===== config.mk =====
export PLATFORM = sky130hd
export DESIGN_NAME = ahb_gpio
export DESIGN_NICKNAME = d
export VERILOG_FILES = /design/src/common/soc_pkg.sv /design/src/ahb_gpio.sv
export SDC_FILE = /design/constraint.sdc
export NUM_CORES = 1
export LEC_CHECK = 0
export BUFFER_PORTS_ARGS = -buffer_cell sky130_fd_sc_hd__buf_2
export CAP_MARGIN = 20
export CORE_ASPECT_RATIO = 0.75
export CORE_UTILIZATION = 39
export CTS_BUF_LIST = sky130_fd_sc_hd__clkbuf_4 sky130_fd_sc_hd__clkbuf_8
export DETAILED_ROUTE_END_ITERATION = 10
export PLACE_DENSITY = 0.87
export SLEW_MARGIN = 20
export SYNTH_ARGS = -nofsm -noshare
export SYNTH_HDL_FRONTEND = slang
export SYNTH_SLANG_ARGS = --single-unit

===== constraint.sdc =====
create_clock -name clk -period 3.65 [get_ports clk]
set_input_delay 0.73 -clock clk [delete_from_list [all_inputs] [get_ports clk]]
set_output_delay 0.73 -clock clk [all_outputs]
set_load 0.02 [all_outputs]

===== src/common/soc_pkg.sv =====
package soc_pkg;

    // bus widths
    localparam int HADDR_W = 32;
    localparam int HDATA_W = 32;

    typedef logic [HADDR_W-1:0] addr_t;
    typedef logic [HDATA_W-1:0] word_t;

    // top nibble picks the memory region
    localparam addr_t REGION_MASK = 32'hF000_0000;
    localparam addr_t SRAM_BASE   = 32'h0000_0000;
    localparam addr_t TIMER_BASE  = 32'h4000_0000;
    localparam addr_t GPIO_BASE   = 32'h5000_0000;

    // 256 words of sram
    localparam int SRAM_AW = 8;

    localparam int GPIO_W = 8;
    typedef logic [GPIO_W-1:0] gpio_t;

    // peripheral register offsets
    localparam int REG_OFF_W = 4;

    localparam logic [REG_OFF_W-1:0] TMR_CTRL   = 4'h0;
    localparam logic [REG_OFF_W-1:0] TMR_CMP    = 4'h4;
    localparam logic [REG_OFF_W-1:0] TMR_COUNT  = 4'h8;
    localparam logic [REG_OFF_W-1:0] TMR_STATUS = 4'hC;

    localparam logic [REG_OFF_W-1:0] GPIO_OUT = 4'h0;
    localparam logic [REG_OFF_W-1:0] GPIO_IN  = 4'h4;

    localparam logic [1:0] HTRANS_IDLE   = 2'b00;
    localparam logic [1:0] HTRANS_NONSEQ = 2'b10;

    typedef enum logic [1:0] {
        SLV_SRAM  = 2'd0,
        SLV_TIMER = 2'd1,
        SLV_GPIO  = 2'd2,
        SLV_NONE  = 2'd3
    } slave_id_t;

    localparam int N_SLV = 3;

    typedef struct packed {
        logic [1:0] htrans;
        addr_t      haddr;
        logic       hwrite;
        word_t      hwdata;
    } ahb_req_t;

    // hready acts as hreadyout on the slave side
    typedef struct packed {
        logic  hready;
        logic  hresp;
        word_t hrdata;
    } ahb_rsp_t;

endpackage

===== src/ahb_gpio.sv =====
`timescale 1ns/1ps

module ahb_gpio
    import soc_pkg::*;
(
    input  logic     clk,
    input  logic     arst_n_i,
    input  ahb_req_t req_i,
    input  logic     sel_i,
    input  logic     hready_i,
    input  gpio_t    gpio_i,
    output ahb_rsp_t rsp_o,
    output gpio_t    gpio_o
);

    gpio_t                out_q;
    gpio_t                sync1_q;
    gpio_t                sync2_q;
    logic [REG_OFF_W-1:0] off_q;
    logic                 wr_q;
    logic                 accept;

    assign accept = sel_i && hready_i && (req_i.htrans == HTRANS_NONSEQ);

    always_ff @(posedge clk) begin
        if (accept) begin
            off_q <= req_i.haddr[REG_OFF_W-1:0];
        end
    end

    always_ff @(posedge clk or negedge arst_n_i) begin
        if (!arst_n_i) begin
            wr_q    <= 1'b0;
            out_q   <= '0;
            sync1_q <= '0;
            sync2_q <= '0;
        end else begin
            if (hready_i) begin
                wr_q <= accept && req_i.hwrite;
            end
            // only the output register is writable
            if (wr_q && hready_i && (off_q == GPIO_OUT)) begin
                out_q <= req_i.hwdata[GPIO_W-1:0];
            end
            // two flop sync on the pins
            sync1_q <= gpio_i;
            sync2_q <= sync1_q;
        end
    end

    assign rsp_o.hready = 1'b1;
    assign rsp_o.hresp  = 1'b0;
    assign rsp_o.hrdata = (off_q == GPIO_OUT) ? word_t'(out_q) :
                          (off_q == GPIO_IN)  ? word_t'(sync2_q) : '0;

    assign gpio_o = out_q;

endmodule


* After elaboration in Yosys (flattened, before gate mapping)
Index checks and enable logic that the tools add are counted.
Storage, ports and cells: register bits 29, bits in latches 0, bits in writable memories 0, memory bits (read-only) 0, input bits 79, output and inout port bits 42, logic and storage cells 15, memories 0
Cells by class: $add $sub $neg 0, $mul 0, div/mod/pow operators 0, order comparisons 0, equality and inequality tests 2, shift-type cells 0, multiplexer cells 2, bitwise logic cells 0, reduce and logical (&&, ||, !) cells 6
Operators by type and width (number):
- two-way mux 8 bit | 2
- logical AND 1 bit | 5
- == test 4 x 3 -> 1 bit (second input constant) | 1
- logical NOT 4 bit | 1
- == test 2 bit (second input constant) | 1

* Depth between registers and ports, before layout
word-level depth 3, gate-level depth with buffers 4, gate-level depth less buffers 3

* Worst setup path after synthesis
OpenSTA, ideal clock, no wires.
path kind register to output, start reg off_q[3], end out rsp_o[0] in the netlist's numbering, arrival time 1.150 ns, required time 2.920 ns, setup slack 1.770 ns, stages on the path, launching flop included 4, path buffers 1, path through edfxtp_1 or3_1 buf_6 nor2_1
RTL lines:
- from (decl) | line ahb_gpio.sv:19 | logic [REG_OFF_W-1:0] off_q;
- from (signal assigned) | line ahb_gpio.sv:27 | off_q <= req_i.haddr[REG_OFF_W-1:0];
- to (decl) | line ahb_gpio.sv:12 | output ahb_rsp_t rsp_o,

==> run summary <==
Fin crit period -> 2280 ps
Critical path required time -> 2920 ps
Startpoint Class -> flop
First drt pass iteration count -> 4
Place WS -> 1650 ps
DP HPWL -> 1.36 mm
Commonest cells in the netlist -> buf_4, dfrtp_1, mux2_2, mux2i_1, nor2_1
First-pass GRT wire length -> 3.12 mm
Core area -> 2960 sq um
Worst Tran Pin Value -> 527 ps
#FFs+latches synth -> 29
Post-CTS Setup Repair Bufs -> 0
Peak VDD IR -> 0.251 mV
Post-cts resize count -> 0
Placement Rows -> 17
Pwr dens -> 478 nW/um^2
Count of input and output buffers -> 42
Final Cycle Share -> 62.5%
Clock Skews -> 6.07 ps
Area leader, netlist -> dfrtp_1
Number of diodes -> 0
GRT Resource Usage Total -> 13.9%
Worst EP arrival -> 1550 ps
RSZ-0062 raised after global routing -> false
Die Ht -> 50.3 microns
Num Clock Sinks -> 29
Vias per cell -> 4.07
Area Growth Syn to Fin -> 19.3%
Max Cap Violations -> 0
Synth top area share -> 51.5%
Final Hold Fails -> 0
Syn Area/Cell -> 13.5 sq um
Vias in the first global route -> 690
Register area share after synthesis -> 61.4%
Most frequent cell after synthesis -> buf_4
Yosys warns -> 0
Final non-filler cell area -> 1450 sq um
ANT nets after route -> 0
Horiz. Die Dim -> 66.4 microns
Clock transition at path regs -> 60 ps
EDFF count, synth -> 4
Clock Path Buffers -> 2
Antenna violations before repair -> 0
Leak pwr -> 0.000787 uW
CTS tree -> built
Post-synthesis cell area -> 1210 sq um
Max FO, Critical Path -> 9
IO Pins -> 121
Via count -> 708
Avg WL per Cell -> 10.9 microns
Slew headroom -> 64.9%
Critical Path Sink Type -> output pin
Gpl congestion -> 0.630
Hold buffers post-CTS -> 0
Layout cells sized above 1 -> 43.4%
Maximum clock rate -> 439 MHz
Crit path kind -> reg2out
Final setup TNS -> 0 ps
Placed cell areas -> 1350 sq um
TritonCTS Buffers -> 5
Final slew viol count -> 0
Setup-failing EPs final -> 0
Initial Util -> 41.0%
Synth area leaders -> dfrtp_1, buf_4, edfxtp_1
Setup WS post-layout -> 1370 ps
Status -> finished, final reports clean
Grt ovf -> 0
1st-iter DRT viols -> 8
Most used DFF post-synth -> dfrtp_1
Largest net degree at the start of global routing -> 26
CTS Root Cell -> clkbuf_8
Async S/R FF share, synth -> 86.2%
Overall routed net length -> 1.89 mm
HP Class -> reg2reg
# DRC -> 0
Worst-skew pair later-pin latency -> 270 ps
H-tree depth -> 2
Final nets -> 214
Fin util -> 49.0%
Post-synthesis cell count -> 90
Post-synth cell types -> 15
Total Die Area -> 3340 sq um
worst max-delay path, cell delays in order (launching register included):
cell and delay [ps]:
edfxtp_1 340, or3_1 580, nor2_1 180, buf_2 180
through the flow:
step                      cells  hold WS (ps)  total power, uW
final                       174           340              692
after global routing        174           343              728
after CTS                   174           344              701
after detailed placement    166           335              425
after global placement      166           333              422
after floorplan             114           331              419
final timing paths:
kind	slack (ps)	cells after the start	to	startpoint
max	1370	3	rsp_o[6]	off_q[3]
min	340	0	sync2_q[3]	sync1_q[3]
max reg2reg	1720	3	gpio_o[3]	off_q[3]
min reg2reg	340	0	sync2_q[3]	sync1_q[3]
max in group asynchronous	2860	1	gpio_o[0]	arst_n_i
min in group asynchronous	430	1	sync2_q[3]	arst_n_i
layout by cell type (no fill, tap or decap), types with 2 or more instances in the layout:
cell and n:
clkbuf_4 2, nand2_1 2, edfxtp_1 4, conb_1 26
buf_2 42, mux2_2 8, nor2_1 8, clkbuf_8 6
dfrtp_1 25, mux2i_1 8
flip-flops by register name (all words and copies together) (netlist names):
name     flops
off_q        4
sync1_q      8
gpio_o       8
wr_q         1
sync2_q      8
power breakdown:
group	leakage (uW)	switching, uW	total [uW]	internal, uW
clock network	0.0000523	106	274	168
logic	0.000388	45.9	66.7	20.8
registers	0.000346	7.71	351	344
total	0.000787	160	692	532
layer usage:
layer | GRT usage (%) | vias up | wire length, microns
li1 | - | 331 | -
met1 | 15.7 | 325 | 837
met2 | 21.9 | 50 | 912
met3 | 6.82 | 2 | 127
met4 | 6.38 | 0 | 10
met5 | 0 | - | 0
kinds of logic (layout without fill, tap and decap cells):
kind of cell           after synthesis  after routing  synth area share, %
AO/OA/AOI/OAI                        1              1                0.412
buffers and inverters               29             51                 17.7
flip-flops                          29             29                 61.4
multiplexers                        16             16                 14.0
other                                2             26                0.619
AND/OR/NAND/NOR                     13             13                 5.77
cell type report:
type | count | area [sq um]
Tap cell | 38 | 47.5
Clock buffer | 8 | 97.6
Inverter | 1 | 3.75
Multi-Input combinational cell | 56 | 343
Fill cell | 272 | 1510
Timing Repair Buffer | 42 | 210
Sequential cell | 29 | 746
Note: power is estimated with default switching activity, not from simulation.
