--- src/common/soc_pkg.sv ---
package soc_pkg;

    // bus widths
    localparam int HADDR_W = 32;
    localparam int HDATA_W = 32;

    typedef logic [HADDR_W-1:0] addr_t;
    typedef logic [HDATA_W-1:0] word_t;

    // top nibble picks the memory region
    localparam addr_t REGION_MASK = 32'hF000_0000;
    localparam addr_t SRAM_BASE   = 32'h0000_0000;
    localparam addr_t TIMER_BASE  = 32'h4000_0000;
    localparam addr_t GPIO_BASE   = 32'h5000_0000;

    // 256 words of sram
    localparam int SRAM_AW = 8;

    localparam int GPIO_W = 8;
    typedef logic [GPIO_W-1:0] gpio_t;

    // peripheral register offsets
    localparam int REG_OFF_W = 4;

    localparam logic [REG_OFF_W-1:0] TMR_CTRL   = 4'h0;
    localparam logic [REG_OFF_W-1:0] TMR_CMP    = 4'h4;
    localparam logic [REG_OFF_W-1:0] TMR_COUNT  = 4'h8;
    localparam logic [REG_OFF_W-1:0] TMR_STATUS = 4'hC;

    localparam logic [REG_OFF_W-1:0] GPIO_OUT = 4'h0;
    localparam logic [REG_OFF_W-1:0] GPIO_IN  = 4'h4;

    localparam logic [1:0] HTRANS_IDLE   = 2'b00;
    localparam logic [1:0] HTRANS_NONSEQ = 2'b10;

    typedef enum logic [1:0] {
        SLV_SRAM  = 2'd0,
        SLV_TIMER = 2'd1,
        SLV_GPIO  = 2'd2,
        SLV_NONE  = 2'd3
    } slave_id_t;

    localparam int N_SLV = 3;

    typedef struct packed {
        logic [1:0] htrans;
        addr_t      haddr;
        logic       hwrite;
        word_t      hwdata;
    } ahb_req_t;

    // hready acts as hreadyout on the slave side
    typedef struct packed {
        logic  hready;
        logic  hresp;
        word_t hrdata;
    } ahb_rsp_t;

endpackage
--- src/ahb_decoder.sv ---
`timescale 1ns/1ps

module ahb_decoder
    import soc_pkg::*;
(
    input  logic             clk,
    input  logic             arst_n_i,
    input  ahb_req_t         mst_req_i,
    input  ahb_rsp_t         slv_rsp_i [N_SLV],
    output ahb_rsp_t         mst_rsp_o,
    output logic [N_SLV-1:0] slv_sel_o,
    output logic             slv_hready_o
);

    slave_id_t addr_slv;
    slave_id_t dphase_slv_q;
    logic      dphase_vld_q;
    logic      err_wait_q;
    logic      accept;
    ahb_rsp_t  rsp;

    // address phase decode
    always_comb begin
        case (mst_req_i.haddr & REGION_MASK)
            SRAM_BASE:  addr_slv = SLV_SRAM;
            TIMER_BASE: addr_slv = SLV_TIMER;
            GPIO_BASE:  addr_slv = SLV_GPIO;
            default:    addr_slv = SLV_NONE;
        endcase
    end

    assign slv_sel_o[SLV_SRAM]  = (addr_slv == SLV_SRAM);
    assign slv_sel_o[SLV_TIMER] = (addr_slv == SLV_TIMER);
    assign slv_sel_o[SLV_GPIO]  = (addr_slv == SLV_GPIO);

    assign accept = (mst_req_i.htrans == HTRANS_NONSEQ) && slv_hready_o;

    always_ff @(posedge clk or negedge arst_n_i) begin
        if (!arst_n_i) begin
            dphase_vld_q <= 1'b0;
            dphase_slv_q <= SLV_NONE;
            err_wait_q   <= 1'b0;
        end else begin
            // first error cycle holds the master
            err_wait_q <= accept && (addr_slv == SLV_NONE);
            if (slv_hready_o) begin
                dphase_vld_q <= accept;
                dphase_slv_q <= accept ? addr_slv : SLV_NONE;
            end
        end
    end

    // data phase response mux
    always_comb begin
        rsp.hready = 1'b1;
        rsp.hresp  = 1'b0;
        rsp.hrdata = '0;
        case (dphase_slv_q)
            SLV_SRAM:  rsp = slv_rsp_i[SLV_SRAM];
            SLV_TIMER: rsp = slv_rsp_i[SLV_TIMER];
            SLV_GPIO:  rsp = slv_rsp_i[SLV_GPIO];
            default: begin
                if (dphase_vld_q) begin
                    rsp.hresp  = 1'b1;
                    rsp.hready = !err_wait_q;
                end
            end
        endcase
    end

    assign mst_rsp_o    = rsp;
    assign slv_hready_o = rsp.hready;

endmodule

--- config.mk ---
export PLATFORM = sky130hd
export DESIGN_NAME = ahb_decoder
export DESIGN_NICKNAME = d
export VERILOG_FILES = /design/src/common/soc_pkg.sv /design/src/ahb_decoder.sv
export SDC_FILE = /design/constraint.sdc
export NUM_CORES = 1
export LEC_CHECK = 0
export BUFFER_PORTS_ARGS = -buffer_cell sky130_fd_sc_hd__buf_2
export CAP_MARGIN = 30
export CELL_PAD_IN_SITES_DETAIL_PLACEMENT = 1
export CELL_PAD_IN_SITES_GLOBAL_PLACEMENT = 1
export CORE_MARGIN = 2
export CORE_UTILIZATION = 11
export CTS_BUF_LIST = sky130_fd_sc_hd__clkbuf_16
export DETAILED_ROUTE_END_ITERATION = 12
export PLACE_DENSITY_LB_ADDON = 0.12
export SLEW_MARGIN = 0
export SYNTH_ARGS = -nofsm -noshare
export SYNTH_HDL_FRONTEND = slang
export SYNTH_SLANG_ARGS = --single-unit
export TNS_END_PERCENT = 1
--- constraint.sdc ---
create_clock -name clk -period 1.5 [get_ports clk]
set_clock_uncertainty 0.15 [all_clocks]
set_input_delay 0.15 -clock clk [delete_from_list [all_inputs] [get_ports clk]]
set_output_delay 0.15 -clock clk [all_outputs]
set_load 0.01 [all_outputs]
Word-level counts from Yosys, hierarchy flattened --
Cells that the tools add are included.
Word-level totals: register bits after elaboration 4, bits of input ports 171, output and inout port bits 38, logic and storage cells 22
Operators by class: equality and inequality tests 8, multiplexer cells 5, reduce and logical (&&, ||, !) cells 6
Operator list (number):
- $pmux W32 S3 | 1
- $logic_not A32 Y1 | 1
- $pmux W2 S3 | 2
- $eq A2 B2 Y1 const B | 4
- $eq A4 B3 Y1 const B | 2
- $eq A2 B1 Y1 const B | 2
- $logic_not A2 Y1 | 2
- $mux W2 | 2
- $logic_and A1 B1 Y1 | 2
- $logic_not A1 Y1 | 1

Logic depth before layout (Yosys ltp) --
word-level depth 5, mapped depth 6, mapped depth without buffers 3

Least setup slack after synthesis --
No wires, ideal clock.
kind flip-flop to flip-flop, start register dphase_slv_q[0], end register dphase_vld_q, setup time 0.128 ns, arrival time 1.397 ns, data required time 1.222 ns, setup slack -0.175 ns, cell stages (with the launch flop) 5, buffers on the path 1, clock period less this slack 1.675 ns, cells stage by stage dfstp_2 -> buf_2 -> o21ai_0 -> o22ai_2 -> mux2_1
On the way: longest elaborated chain between the ends 3, elaborated cells between the ends (all ways) 5, classes of those cells 2 x eq/ne; 1 x mux; 2 x reduce/logical
RTL lines:
- from (decl) | line ahb_decoder.sv:16 | slave_id_t dphase_slv_q;
- from (signal assigned) | line ahb_decoder.sv:48 | dphase_slv_q <= accept ? addr_slv : SLV_NONE;
- $eq A2 B2 Y1, or another cell as far along | line ahb_decoder.sv:58 | case (dphase_slv_q)
- $pmux W2 S3 * | line ahb_decoder.sv:58
- named net slv_hready_o | line ahb_decoder.sv:12 | output logic slv_hready_o
- $logic_and A1 B1 Y1 | line ahb_decoder.sv:36 | assign accept = (mst_req_i.htrans == HTRANS_NONSEQ) && slv_hready_o;
- to (signal assigned) | line ahb_decoder.sv:47 | dphase_vld_q <= accept;
- to (decl) | line ahb_decoder.sv:17 | logic dphase_vld_q;
Mark *: on every way through the listed nets, which the timed path passes. The rest lies on a longest branch. A chain may end at the register's enable or synchronous reset.

==> summary.md <==
| Metric | Value |
|---|---|
| Starting Density | `11.2%` |
| 1st-pass router iterations | `4` |
| Hold Path Depth | `3` |
| Pwr Total | `0.941 mW` |
| Required @ worst endpoint | `around 1200 ps` |
| Synthesized area per cell | `7.00 um^2` |
| DRT Wirelength | `roughly 5200 um` |
| CP Launch Type | `flip-flop` |
| GPL Wtd Cong | `0.691` |
| Die X | `slightly below 100 um` |
| GRT Overall Usage | `approximately 11%` |
| Failing checks | `setup timing` |
| Crit path cell chain | `buf_12 -> buf_4 -> mux4_2 -> buf_6` |
| Final #Nets | `466` |
| Most frequent cell after synthesis | `nand2_1` |
| Largest net degree at the start of global routing | `23` |
| Status | `finished with violations` |
| Final setup viols | `37` |
| Asr flop ratio synth | `100%` |
| Area of the multi-input gates | `802 um^2` |
| Clock transition at path regs | `30 ps` |
| Antenna diodes | `0` |
| Worst-skew pair later-pin latency | `230 ps` |
| Core Region | `between 0.008 and 0.009 mm^2` |
| FF/Latch Area | `103 um^2` |
| Top cell type by total area after synthesis | `mux2i_1` |
| Clock Tree Root | `clkbuf_16` |
| Inst Count DP | `391` |
| Cell count after synthesis | `between 100 and 150` |
| Top FF cell, synth | `dfstp_2` |
| Largest cells by area after synthesis | `mux2i_1, o21ai_1, nand2_1, dfstp_2, dfrtp_1` |
| Mapped cell area | `960 um^2` |
| Synth Net Count | `308` |
| Vias post-DR | `1614` |
| Rel. slew slack | `66.7%` |
| Leakage | `1.30 nW` |
| CP Capture Type | `output pin` |
| CP max-delay cell | `dfstp_2` |
| Crit path max fanout | `7` |
| TritonCTS clock tree | `built` |
| Final Max Slew Viols | `0` |
| Critical Path Max Stage Delay | `roughly 600 ps` |
| WP data arrival | `1560 ps` |
| Peak Freq | `538 MHz` |
| Share of cells above drive strength 1 | `60.4%` |
| Row count | `34` |
| R2R depth | `4` |
| Fin crit period | `1860 ps` |
| Ranking of synthesized cells by instance count | `nand2_1, mux2i_1, o21ai_1, buf_2` |
| Detailed placer's ending HPWL | `4030 um` |
| Initial antenna violation count | `0` |
| Flops & latches, synth | `4` |
| Final cell count without fillers | `401` |
| GRT overflow | `0` |
| FILL cells | `1088` |
| Ys Warns | `0` |
| WL/cell | `13.1 um` |
| Via density | `4.02` |
| CTS Buf Count | `3` |
| Port bufs | `around 150` |
| Sequential share of the synthesized area | `10.7%` |
| Crit path kind | `flip-flop to output pin` |
| Routed Antenna Nets | `0` |
| First-pass GRT wire length | `8470 um` |
| Io pins | `209` |
| Vias in the first global route | `between 1500 and 2000` |
| Yosys cell types | `26` |
| Worst slack, placed | `-186 ps` |
| Worst vdd ir | `between 300 and 400 uV` |
| CTS Buffer Depth | `2` |
| Final Hold Viols | `0` |
| Clock sink total | `4` |
| Post-synth EDFFs | `0` |
| Hold Path Class | `input port to flip-flop` |
| Tcrit/Tclk final | `124%` |
| Die height | `~97 um` |
| Die area | `0.00949 mm^2` |
| Starting DRT DRC Count | `7` |
| Power per cell area | `444 mW/mm^2` |
| Number of max-cap violations | `0` |
| Layout area overhead | `121%` |
| Synth top area share | `about a third` |
| Slew @ Worst Pin | `492 ps` |
| H-tree Lvls | `1` |
| Residual DRC | `0` |
| R2R Setup Slk | `-130 ps` |
| Worst setup margin | `-358 ps` |
| RSZ-0062 raised after global routing | `true` |
-- final cells by class --
type                    instances  area share (%)
well taps                     108            6.38
flip-flops and latches          4            4.84
repair buffers                166            47.2
clock buffers                   3            3.54
multi-input cells             119            37.9
inverters                       1           0.177
-- timing repair --
action | CTS | global route
pin swaps | 1 | 2
setup buffers | 4 | 0
setup endpoints to repair | 37 | 38
hold buffers | 1 | 0
gates resized for setup | 7 | 3
cloned | 1 | 1
endpoints found under the hold margin | 4 | 0
-- metrics by stage --
stage,hold slack [ps],setup TNS (ps),cell area [um^2],utilization (%)
floorplan,-296,-1360,962,-
global placement,-192,-4020,1920,22.3
detailed placement,-191,-4350,1920,22.3
CTS,77.0,-11920,2080,24.2
global route,86.1,-13900,2120,24.7
finish,62.6,-11230,2120,24.7
-- layer usage --
layer	vias up	track usage [%]	share of wire (%)
met4	0	1.92	0.51
li1	801	-	-
met2	107	17.4	44
met5	-	0	0
met1	704	14.8	45
met3	2	2.30	10
-- path summary, 6_finish.rpt --
path | start | endpoint
max | dphase_slv_q[1] | mst_rsp_o[32]
min | mst_req_i[65] | err_wait_q
max reg2reg | dphase_slv_q[0] | dphase_vld_q
min reg2reg | dphase_vld_q | dphase_vld_q
max in group asynchronous | arst_n_i | dphase_slv_q[0]
min in group asynchronous | arst_n_i | err_wait_q
-- critical path, delay by kind of cell, from the launching register on --
| kind | cells | cell delay (ps) |
|---|---|---|
| buf+inv | 3 | 420 |
| flops | 1 | 600 |
| mux | 1 | 300 |
-- kinds of logic after synthesis --
kind of cell           Yosys count  share of synthesized area, %
flip-flops                       4                          10.7
buffers and inverters           14                          7.69
AO/OA/AOI/OAI                   37                          21.3
XOR/XNOR                         1                         0.913
AND/OR/NAND/NOR                 45                          19.9
multiplexers                    36                          39.5
-- placed cells by master (no fill, tap or decap) --
master,count
mux2i_2,4
mux2i_1,29
a21o_1,1
nor3_1,2
buf_2,144
clkbuf_16,4
dlygate4sd3_1,1
inv_1,1
and2_1,1
a32oi_1,1
nor4b_1,1
buf_6,3
buf_4,11
o311a_1,1
o21ai_1,33
buf_12,5
xnor2_1,1
and3_1,1
nor2b_1,2
mux4_2,1
mux2_1,2
o22ai_2,1
nor2b_4,1
dfrtp_1,2
nand2_1,34
nor2_1,2
buf_16,1
dfstp_2,2
nor4_1,1
-- registers in the layout, summed over array words and instances, names as in the netlist --
signal and flops:
dphase_slv_q 2, dphase_vld_q 1, err_wait_q 1
-- power by group --
group / internal (mW) / leakage (nW) / total, mW / switching (mW)
Clock: 0.341 / 0.0370 / 0.421 / 0.0800
Combinational: 0.233 / 1.22 / 0.400 / 0.167
Sequential: 0.116 / 0.0471 / 0.120 / 0.00419
Total: 0.690 / 1.30 / 0.941 / 0.251
No activity file was read; power rests on OpenSTA's default activity.
