### src/common/soc_pkg.sv
package soc_pkg;

    // bus widths
    localparam int HADDR_W = 32;
    localparam int HDATA_W = 32;

    typedef logic [HADDR_W-1:0] addr_t;
    typedef logic [HDATA_W-1:0] word_t;

    // top nibble picks the memory region
    localparam addr_t REGION_MASK = 32'hF000_0000;
    localparam addr_t SRAM_BASE   = 32'h0000_0000;
    localparam addr_t TIMER_BASE  = 32'h4000_0000;
    localparam addr_t GPIO_BASE   = 32'h5000_0000;

    // 256 words of sram
    localparam int SRAM_AW = 8;

    localparam int GPIO_W = 8;
    typedef logic [GPIO_W-1:0] gpio_t;

    // peripheral register offsets
    localparam int REG_OFF_W = 4;

    localparam logic [REG_OFF_W-1:0] TMR_CTRL   = 4'h0;
    localparam logic [REG_OFF_W-1:0] TMR_CMP    = 4'h4;
    localparam logic [REG_OFF_W-1:0] TMR_COUNT  = 4'h8;
    localparam logic [REG_OFF_W-1:0] TMR_STATUS = 4'hC;

    localparam logic [REG_OFF_W-1:0] GPIO_OUT = 4'h0;
    localparam logic [REG_OFF_W-1:0] GPIO_IN  = 4'h4;

    localparam logic [1:0] HTRANS_IDLE   = 2'b00;
    localparam logic [1:0] HTRANS_NONSEQ = 2'b10;

    typedef enum logic [1:0] {
        SLV_SRAM  = 2'd0,
        SLV_TIMER = 2'd1,
        SLV_GPIO  = 2'd2,
        SLV_NONE  = 2'd3
    } slave_id_t;

    localparam int N_SLV = 3;

    typedef struct packed {
        logic [1:0] htrans;
        addr_t      haddr;
        logic       hwrite;
        word_t      hwdata;
    } ahb_req_t;

    // hready acts as hreadyout on the slave side
    typedef struct packed {
        logic  hready;
        logic  hresp;
        word_t hrdata;
    } ahb_rsp_t;

endpackage
### src/timer/ahb_timer.sv
`timescale 1ns/1ps

module ahb_timer
    import soc_pkg::*;
(
    input  logic     clk,
    input  logic     arst_n_i,
    input  ahb_req_t req_i,
    input  logic     sel_i,
    input  logic     hready_i,
    output ahb_rsp_t rsp_o,
    output logic     timer_irq_o
);

    typedef struct packed {
        logic irq_en;
        logic en;
    } tmr_ctrl_t;

    tmr_ctrl_t            ctrl_q;
    word_t                cmp_q;
    word_t                count_q;
    logic                 match_q;
    logic [REG_OFF_W-1:0] off_q;
    logic                 wr_q;
    logic                 accept;
    word_t                rdata;

    assign accept = sel_i && hready_i && (req_i.htrans == HTRANS_NONSEQ);

    always_ff @(posedge clk) begin
        if (accept) begin
            off_q <= req_i.haddr[REG_OFF_W-1:0];
        end
    end

    always_ff @(posedge clk or negedge arst_n_i) begin
        if (!arst_n_i) begin
            wr_q    <= 1'b0;
            ctrl_q  <= '0;
            cmp_q   <= '0;
            count_q <= '0;
            match_q <= 1'b0;
        end else begin
            if (hready_i) begin
                wr_q <= accept && req_i.hwrite;
            end
            if (wr_q && hready_i) begin
                case (off_q)
                    TMR_CTRL:   ctrl_q <= tmr_ctrl_t'(req_i.hwdata[1:0]);
                    TMR_CMP:    cmp_q  <= req_i.hwdata;
                    TMR_STATUS: if (req_i.hwdata[0]) match_q <= 1'b0;
                    default:    ;
                endcase
            end
            // a new match wins over a clear in the same cycle
            if (ctrl_q.en) begin
                if (count_q == cmp_q) begin
                    count_q <= '0;
                    match_q <= 1'b1;
                end else begin
                    count_q <= count_q + 1'b1;
                end
            end
        end
    end

    always_comb begin
        case (off_q)
            TMR_CTRL:   rdata = word_t'(ctrl_q);
            TMR_CMP:    rdata = cmp_q;
            TMR_COUNT:  rdata = count_q;
            TMR_STATUS: rdata = word_t'(match_q);
            default:    rdata = '0;
        endcase
    end

    assign rsp_o.hready = 1'b1;
    assign rsp_o.hresp  = 1'b0;
    assign rsp_o.hrdata = rdata;

    // level irq until the flag is cleared
    assign timer_irq_o = match_q && ctrl_q.irq_en;

endmodule

### config.mk
export PLATFORM = sky130hd
export DESIGN_NAME = ahb_timer
export DESIGN_NICKNAME = d
export VERILOG_FILES = /design/src/common/soc_pkg.sv /design/src/timer/ahb_timer.sv
export SDC_FILE = /design/constraint.sdc
export NUM_CORES = 1
export LEC_CHECK = 0
export BUFFER_PORTS_ARGS = -buffer_cell sky130_fd_sc_hd__buf_2
export CORE_MARGIN = 10
export CORE_UTILIZATION = 30
export DETAILED_ROUTE_END_ITERATION = 8
export PLACE_DENSITY = 0.58
export SKIP_LAST_GASP = 1
export SLEW_MARGIN = 20
export SYNTH_ARGS = -nofsm -noshare
export SYNTH_HDL_FRONTEND = slang
export SYNTH_SLANG_ARGS = --single-unit
### constraint.sdc
create_clock -name clk -period 2.5 [get_ports clk]
set_clock_uncertainty 0.15 [all_clocks]
set_input_delay 0.5 -clock clk [delete_from_list [all_inputs] [get_ports clk]]
set_output_delay 0.5 -clock clk [all_outputs]
set_load 0.02 [all_outputs]
### Word-level counts from Yosys, hierarchy flattened

Index checks and enable logic that the tools add are counted.

| word-level totals | value |
|---|---|
| word-level logic and storage cells | 28 |
| input port bits | 71 |
| output and inout bits | 35 |
| flip-flop bits (word level) | 72 |

| cells by class | value |
|---|---|
| reductions and logical operators | 8 |
| $add $sub $neg | 1 |
| multiplexer cells | 7 |
| equal/unequal tests | 5 |

Operators with widths:

| operator | count |
|---|---|
| $pmux 32 s4 | 1 |
| $add 32x1->32 const B | 1 |
| $eq 32x32->1 | 1 |
| $mux 32 | 1 |
| $eq 4x4->1 const B | 2 |
| $logic_and 1x1->1 | 5 |
| $mux 1 | 5 |
| $eq 4x3->1 const B | 1 |
| $logic_not 4->1 | 1 |
| $reduce_and 2->1 | 2 |
| $eq 2x2->1 const B | 1 |

### Longest topological paths before layout

Gate-level depths: netlist of the first run.

| logic depth | value |
|---|---|
| depth in word-level cells | 5 |
| gate-level depth with buffers | 7 |
| depth with buffers taken out | 6 |

### Least setup slack after synthesis of the first run

Ideal clock, no wire load.

| path | value |
|---|---|
| path type | register to output |
| start | register off_q[2] |
| end | output rsp_o[10] (netlist name) |
| path buffers | 1 |
| setup slack | 459 ps |
| arrival time | 1391 ps |
| cell stages (with the launch flop) | 5 |
| path through | edfxtp_1 nor2b_1 clkbuf_1 a22oi_1 nor2_1 |

RTL lines:

| what | line | text |
|---|---|---|
| from (decl) | ahb_timer.sv:24 | `logic [REG_OFF_W-1:0] off_q;` |
| from (signal assigned) | ahb_timer.sv:33 | `off_q <= req_i.haddr[REG_OFF_W-1:0];` |
| to (decl) | ahb_timer.sv:11 | `output ahb_rsp_t rsp_o,` |

==> results of run 1 <==
kinds of logic (layout without fill, tap and decap cells):
family | Yosys count | count (layout)
flip-flops | 72 | 72
multiplexers | 37 | 37
other | 2 | 2
adder cells (fa/ha/maj) | 1 | 1
XOR/XNOR | 55 | 55
AND/OR/NAND/NOR | 144 | 144
AO/OA/AOI/OAI | 45 | 45
buffers and inverters | 35 | 112
flip-flops by register name (all words and copies together), names as in the netlist:
register / cells
off_q: 4
match_q: 1
wr_q: 1
count_q: 32
ctrl_q: 2
cmp_q: 32
synth_stat cells (5+ instances only):
| cell | count |
|---|---|
| and3_1 | 6 |
| xor2_1 | 51 |
| nand2_1 | 15 |
| o21ai_0 | 6 |
| a22oi_1 | 30 |
| a21oi_1 | 6 |
| nor4_1 | 11 |
| clkbuf_1 | 14 |
| mux2_2 | 33 |
| buf_2 | 13 |
| inv_1 | 5 |
| nand4_1 | 15 |
| nor2_1 | 66 |
| nand3_1 | 11 |
| dfrtp_1 | 68 |
worst register-to-register path, stage by stage, from the launching register on:
cell     delay (ps)
dfrtp_1         480
xor2_1          200
nor4_1          390
nand4_1         240
nor3_2          210
buf_4           270
nor2_1           90
layer usage:
metal  wire [um]  vias up  GRT usage [%]
met4         100        0           3.45
met3         572       10           3.67
met5           0        -              0
met1        4510     1533           14.2
li1            -     1510              -
met2        5470       69           20.7
area by class of cell:
class,instances,area [sq um]
multi-input cells,284,1960
flip-flops and latches,72,1820
inverters,5,18.8
fillers,1314,7850
clock inverters,6,92.6
repair buffers,91,533
well taps,172,215
clock buffers,10,229
metrics by stage:
stage | total power [uW] | setup WS [ps] | instances | hold WS, ps | util (%)
final | 2990 | 93.8 | 640 | -10.4 | 38.3
after CTS | 3040 | 57.0 | 640 | 11.6 | 38.3
after floorplan | 1480 | 459 | 391 | 54.4 | -
after global routing | 3120 | 0.699 | 640 | 35.7 | 38.3
after detailed placement | 1630 | 345 | 624 | 344 | 35.8
after global placement | 1620 | 409 | 624 | 334 | 35.8
power by group through the flow:
stage,logic (uW),registers [uW],clock network (uW)
2_1_floorplan,175,1310,0
3_3_place_gp,302,1320,0
3_5_place_dp,307,1320,0
4_1_cts,310,1300,1430
5_1_grt,337,1310,1480
6_report,301,1300,1390
how the worst min path moves through the flow:
stage          slack (ps)        to  depth (start not counted)
2_1_floorplan          50  cmp_q[0]                          0
3_3_place_gp          330   match_q                          1
3_5_place_dp          340   match_q                          1
4_1_cts                10  cmp_q[4]                          1
5_1_grt                40  cmp_q[4]                          1
6_report              -10  cmp_q[4]                          1
==> run metrics, run 1 <==
Mean Syn Cell Area=~10 sq um; Ports=106; failing checks=negative hold slack; hold slack=-10.4 ps; IO Port Bufs=75; drt drc=0; register area share after synthesis=46.3%; CTS max path bufs=2; shortest period the worst path allows=2410 ps; Least-Margin Pin Slew=roughly 550 ps; DP HPWL=~8000 um; R2R Setup Slk=350 ps; mapped cell area=roughly 0.004 sq mm; unrepaired setup endpoints after global routing=false; FP Rows=41; fin area=about 0.005 sq mm; Total GRT Usage=12.1%; Die Ht=about 130 um; Worst Setup EP=rsp_o[31]; largest cells by area after synthesis=dfrtp_1 43%, xor2_1 11%, mux2_2 9.4%, nor2_1 6.3%, a22oi_1 5.7%; antenna violation net count after detailed routing=0; Synth Register Bits=~70; Hold Buf Count CTS=0; main combinational cell family by area after synthesis=simple AND/OR/NAND/NOR gates; Synth cell types=37; DR WL/cell=16.6 um; Final Cycle Share=~96%; clock sinks=slightly above 70; Critical Path AT=around 1800 ps; Synth top area share=43.2%; Yosys top cell by area=dfrtp_1; CP delay by family, top=simple AND/OR/NAND/NOR gates; first-pass GRT wire length=17400 um; Synth Area in Simple Gates=between 10% and 20%; Startpoint Class=flop; xor and xnor area share after synthesis=12.2%; Clock Power Share=46.5%; reg2reg start=count_q[7]; Final Hold Fails=7; Fin Setup TNS=0 ps; CTS-repair resized insts=0; Vias=between 3000 and 4000; FF-to-FF End=count_q[31]; ant diodes=0; fmax=between 400 and 500 MHz; most common cell after layout, fill and taps aside=buf_2; Iteration-0 DRC Markers=about 240; final setup violation count=0; TritonCTS clock tree=yes; Ys Warns=0; combinational share of power=between 10 and 15%; Worst-path clk slew=60 ps; CP Capture Type=primary output; instance count on the critical path=4; post-CTS setup buffers=0; NetSw=roughly 740 uW; Main synth FF type=dfrtp_1; placed cell areas=roughly 0.0046 sq mm; WP buf/inv=2; Slew Viols, Final=0; slew margin rel.=between 60% and 70%; total grt overflow=0; Final nets=about 540; Compound-Gate Fraction of Synth Area=between 7 and 8%; syn nets=about 460; CP max stage delay=around 430 ps; largest net degree at the start of global routing=32; Max-Cap Viols=0; initial antenna violation count=0; Critical Path Fanout Max=20; WS Path Type=flop to primary output; Num CTS Buffers=9; worst path cell trace=or2_2, buf_4, nor2_1, buf_2; post-DR vias/cell=about 4.9; R2R depth=6; EDFF count, synth=4; Initial Util=a little under a third; Hold WC Path Type=primary input to async pin; Worst-Skew Late Latency=340 ps; Mapped Cells=between 300 and 400; DR pass1 iterations=4; RePlAce Congestion=0.869; commonest cells after routing, fill and taps aside=75 x buf_2, 68 x dfrtp_1, 66 x nor2_1; sequential share of power=roughly 43%; Routed WL=roughly 11000 um; critical path's slowest cell=or2_2; status=finished with violations; layout cells sized above 1=around a third; FFs w/ async S/R, synth=between 90 and 100%; Root Buffer=clkbuf_16; Crit. Startpoint=off_q[1]; Die W=135 um; Core Region=between 0.01 and 0.015 sq mm; htree depth=3; Req. time, crit path=approximately 1900 ps; post-synthesis mux area share=10.8%; number of global-route vias before repair=around 3300; Area Overhead vs Synth=23.8%; DIE AREA=0.0181 sq mm; Synth Area in Adders=less than 1%; leakage power total=around 0.0025 uW; pwr dens=614 mW/mm^2; Pint=approximately 2300 uW; Max rail drop VDD=0.000241 V; Switching Share=roughly 25%
No activity file was read; power rests on OpenSTA's default activity.
==> run 2: changes to the inputs <==
--- a/config.mk
+++ b/config.mk
@@ -9,6 +9,7 @@
 export CORE_MARGIN = 10
 export CORE_UTILIZATION = 30
 export DETAILED_ROUTE_END_ITERATION = 8
+export MAX_ROUTING_LAYER = met4
 export PLACE_DENSITY = 0.58
 export SKIP_LAST_GASP = 1
 export SLEW_MARGIN = 20
==> run metrics, run 2 (synthesis gave the netlist of run 1 again) <==
first-pass GRT wire length=17400 um (about the same); DR WL/cell=16.7 um (was 16.6 um); Area Overhead vs Synth=23.8% (unchanged); R2R depth=6 (unchanged); hold slack=-9.50 ps (was -10.4 ps); DR pass1 iterations=4 (unchanged); TritonCTS clock tree=yes (unchanged); clock sinks=72 (unchanged); R2R Setup Slk=340 ps (was 350 ps); Final Cycle Share=95.9% (was 96.2%); post-DR vias/cell=4.87 (was 4.88); Max rail drop VDD=0.000241 V (about the same); fin area=0.00487 sq mm (unchanged); drt drc=0 (unchanged); Num CTS Buffers=9 (unchanged); Worst-Skew Late Latency=340 ps (about the same); number of global-route vias before repair=3280 (was 3276); Slew Viols, Final=0 (unchanged); Final nets=535 (unchanged); fillers=1314 (unchanged); CTS-repair resized insts=0 (unchanged); Iteration-0 DRC Markers=256 (was 244); Fin Setup TNS=0 ps (unchanged); initial antenna violation count=0 (unchanged); FF-to-FF End=count_q[31] (unchanged); Crit. Startpoint=off_q[1] (unchanged); Worst-path clk slew=60 ps (about the same); antenna violation net count after detailed routing=0 (unchanged); Critical Path Fanout Max=20 (unchanged); Ports=106 (unchanged); largest net degree at the start of global routing=32 (unchanged); placed cell areas=0.00455 sq mm (unchanged); Critical Path AT=1750 ps (was 1760 ps); FP Rows=41 (unchanged); Root Buffer=clkbuf_16 (unchanged); leakage power total=0.00246 uW (unchanged); post-CTS setup buffers=0 (unchanged); WS Path Type=flop to primary output (unchanged); Tot Pwr=2990 uW (about the same); status=finished with violations (unchanged); Req. time, crit path=1850 ps (about the same); layout cells sized above 1=31.6% (unchanged); Hold WC Path Type=primary input to async pin (unchanged); Core Region=0.0127 sq mm (unchanged); RePlAce Congestion=0.883 (was 0.869); CTS max path bufs=2 (unchanged); most common cell after layout, fill and taps aside=buf_2 (unchanged); Routed WL=10700 um (was 10600 um); Final Hold Fails=6 (was 7); pwr dens=614 mW/mm^2 (about the same); final setup violation count=0 (unchanged); Total GRT Usage=12.4% (was 12.1%); DIE AREA=0.0181 sq mm (unchanged); slew margin rel.=63.0% (was 63.1%); Die Ht=135 um (unchanged); Die W=135 um (unchanged); Initial Util=30.9% (unchanged); unrepaired setup endpoints after global routing=false (unchanged); DP HPWL=7980 um (unchanged); failing checks=negative hold slack (unchanged); ant diodes=0 (unchanged); CP Capture Type=primary output (unchanged); IO Port Bufs=75 (unchanged); reg2reg start=count_q[7] (unchanged); Largest regs=cmp_q (32), count_q (32), off_q (4) (unchanged); shortest period the worst path allows=2400 ps (was 2410 ps); Max-Cap Viols=0 (unchanged); commonest cells after routing, fill and taps aside=75 x buf_2, 68 x dfrtp_1, 66 x nor2_1 (unchanged); Vias=3116 (was 3122); Hold Buf Count CTS=0 (unchanged); htree depth=3 (unchanged); Startpoint Class=flop (unchanged); fmax=417 MHz (was 416 MHz); total grt overflow=0 (unchanged); Least-Margin Pin Slew=555 ps (was 554 ps)
-- run 2: worst max path at each step --
| stage | to | slack (ps) | depth (start not counted) |
|---|---|---|---|
| 6_report | rsp_o[31] | 100 | 4 |
| 5_1_grt | rsp_o[22] | 0.7 | 4 |
| 4_1_cts | rsp_o[22] | 60 | 4 |
| 3_5_place_dp | count_q[24] | 340 | 6 |
| 3_3_place_gp | count_q[19] | 410 | 6 |
| 2_1_floorplan | rsp_o[10] | 460 | 4 |
-- run 2: metrics by stage --
step	instances	hold slack [ps]	utilization (%)	setup WS [ps]
final	640	-9.50	38.3	104
after global routing	640	35.7	38.3	0.704
after CTS	640	11.6	38.3	57.0
after detailed placement	624	344	35.8	345
after global placement	624	334	35.8	409
after floorplan	391	54.4	-	459
-- run 2: cell type report --
type / count / area (sq um) / share of cell area [%]
Clock buffer: 10 / 229 / 4.70
Clock inverter: 6 / 92.6 / 1.90
Inverter: 5 / 18.8 / 0.385
Multi-Input combinational cell: 284 / 1960 / 40.3
Sequential cell: 72 / 1820 / 37.4
Tap cell: 172 / 215 / 4.42
Timing Repair Buffer: 91 / 533 / 10.9
-- run 2: power breakdown --
part	internal [uW]	switching, uW
Combinational	143	159
Sequential	1230	67.5
Clock	879	513
-- run 2: metal layers --
metal | vias up | share of wire, % | track usage, %
met5 | - | 0 | -
met4 | 0 | 0.78 | 3.45
met3 | 5 | 4.0 | 3.00
met2 | 66 | 52 | 20.8
met1 | 1536 | 43 | 14.6
li1 | 1509 | - | -
-- run 2: critical path, cell delays in order, from the launching register on --
cell and delay (ps):
edfxtp_1 350, or2_2 430, buf_4 260, nor2_1 170, buf_2 190
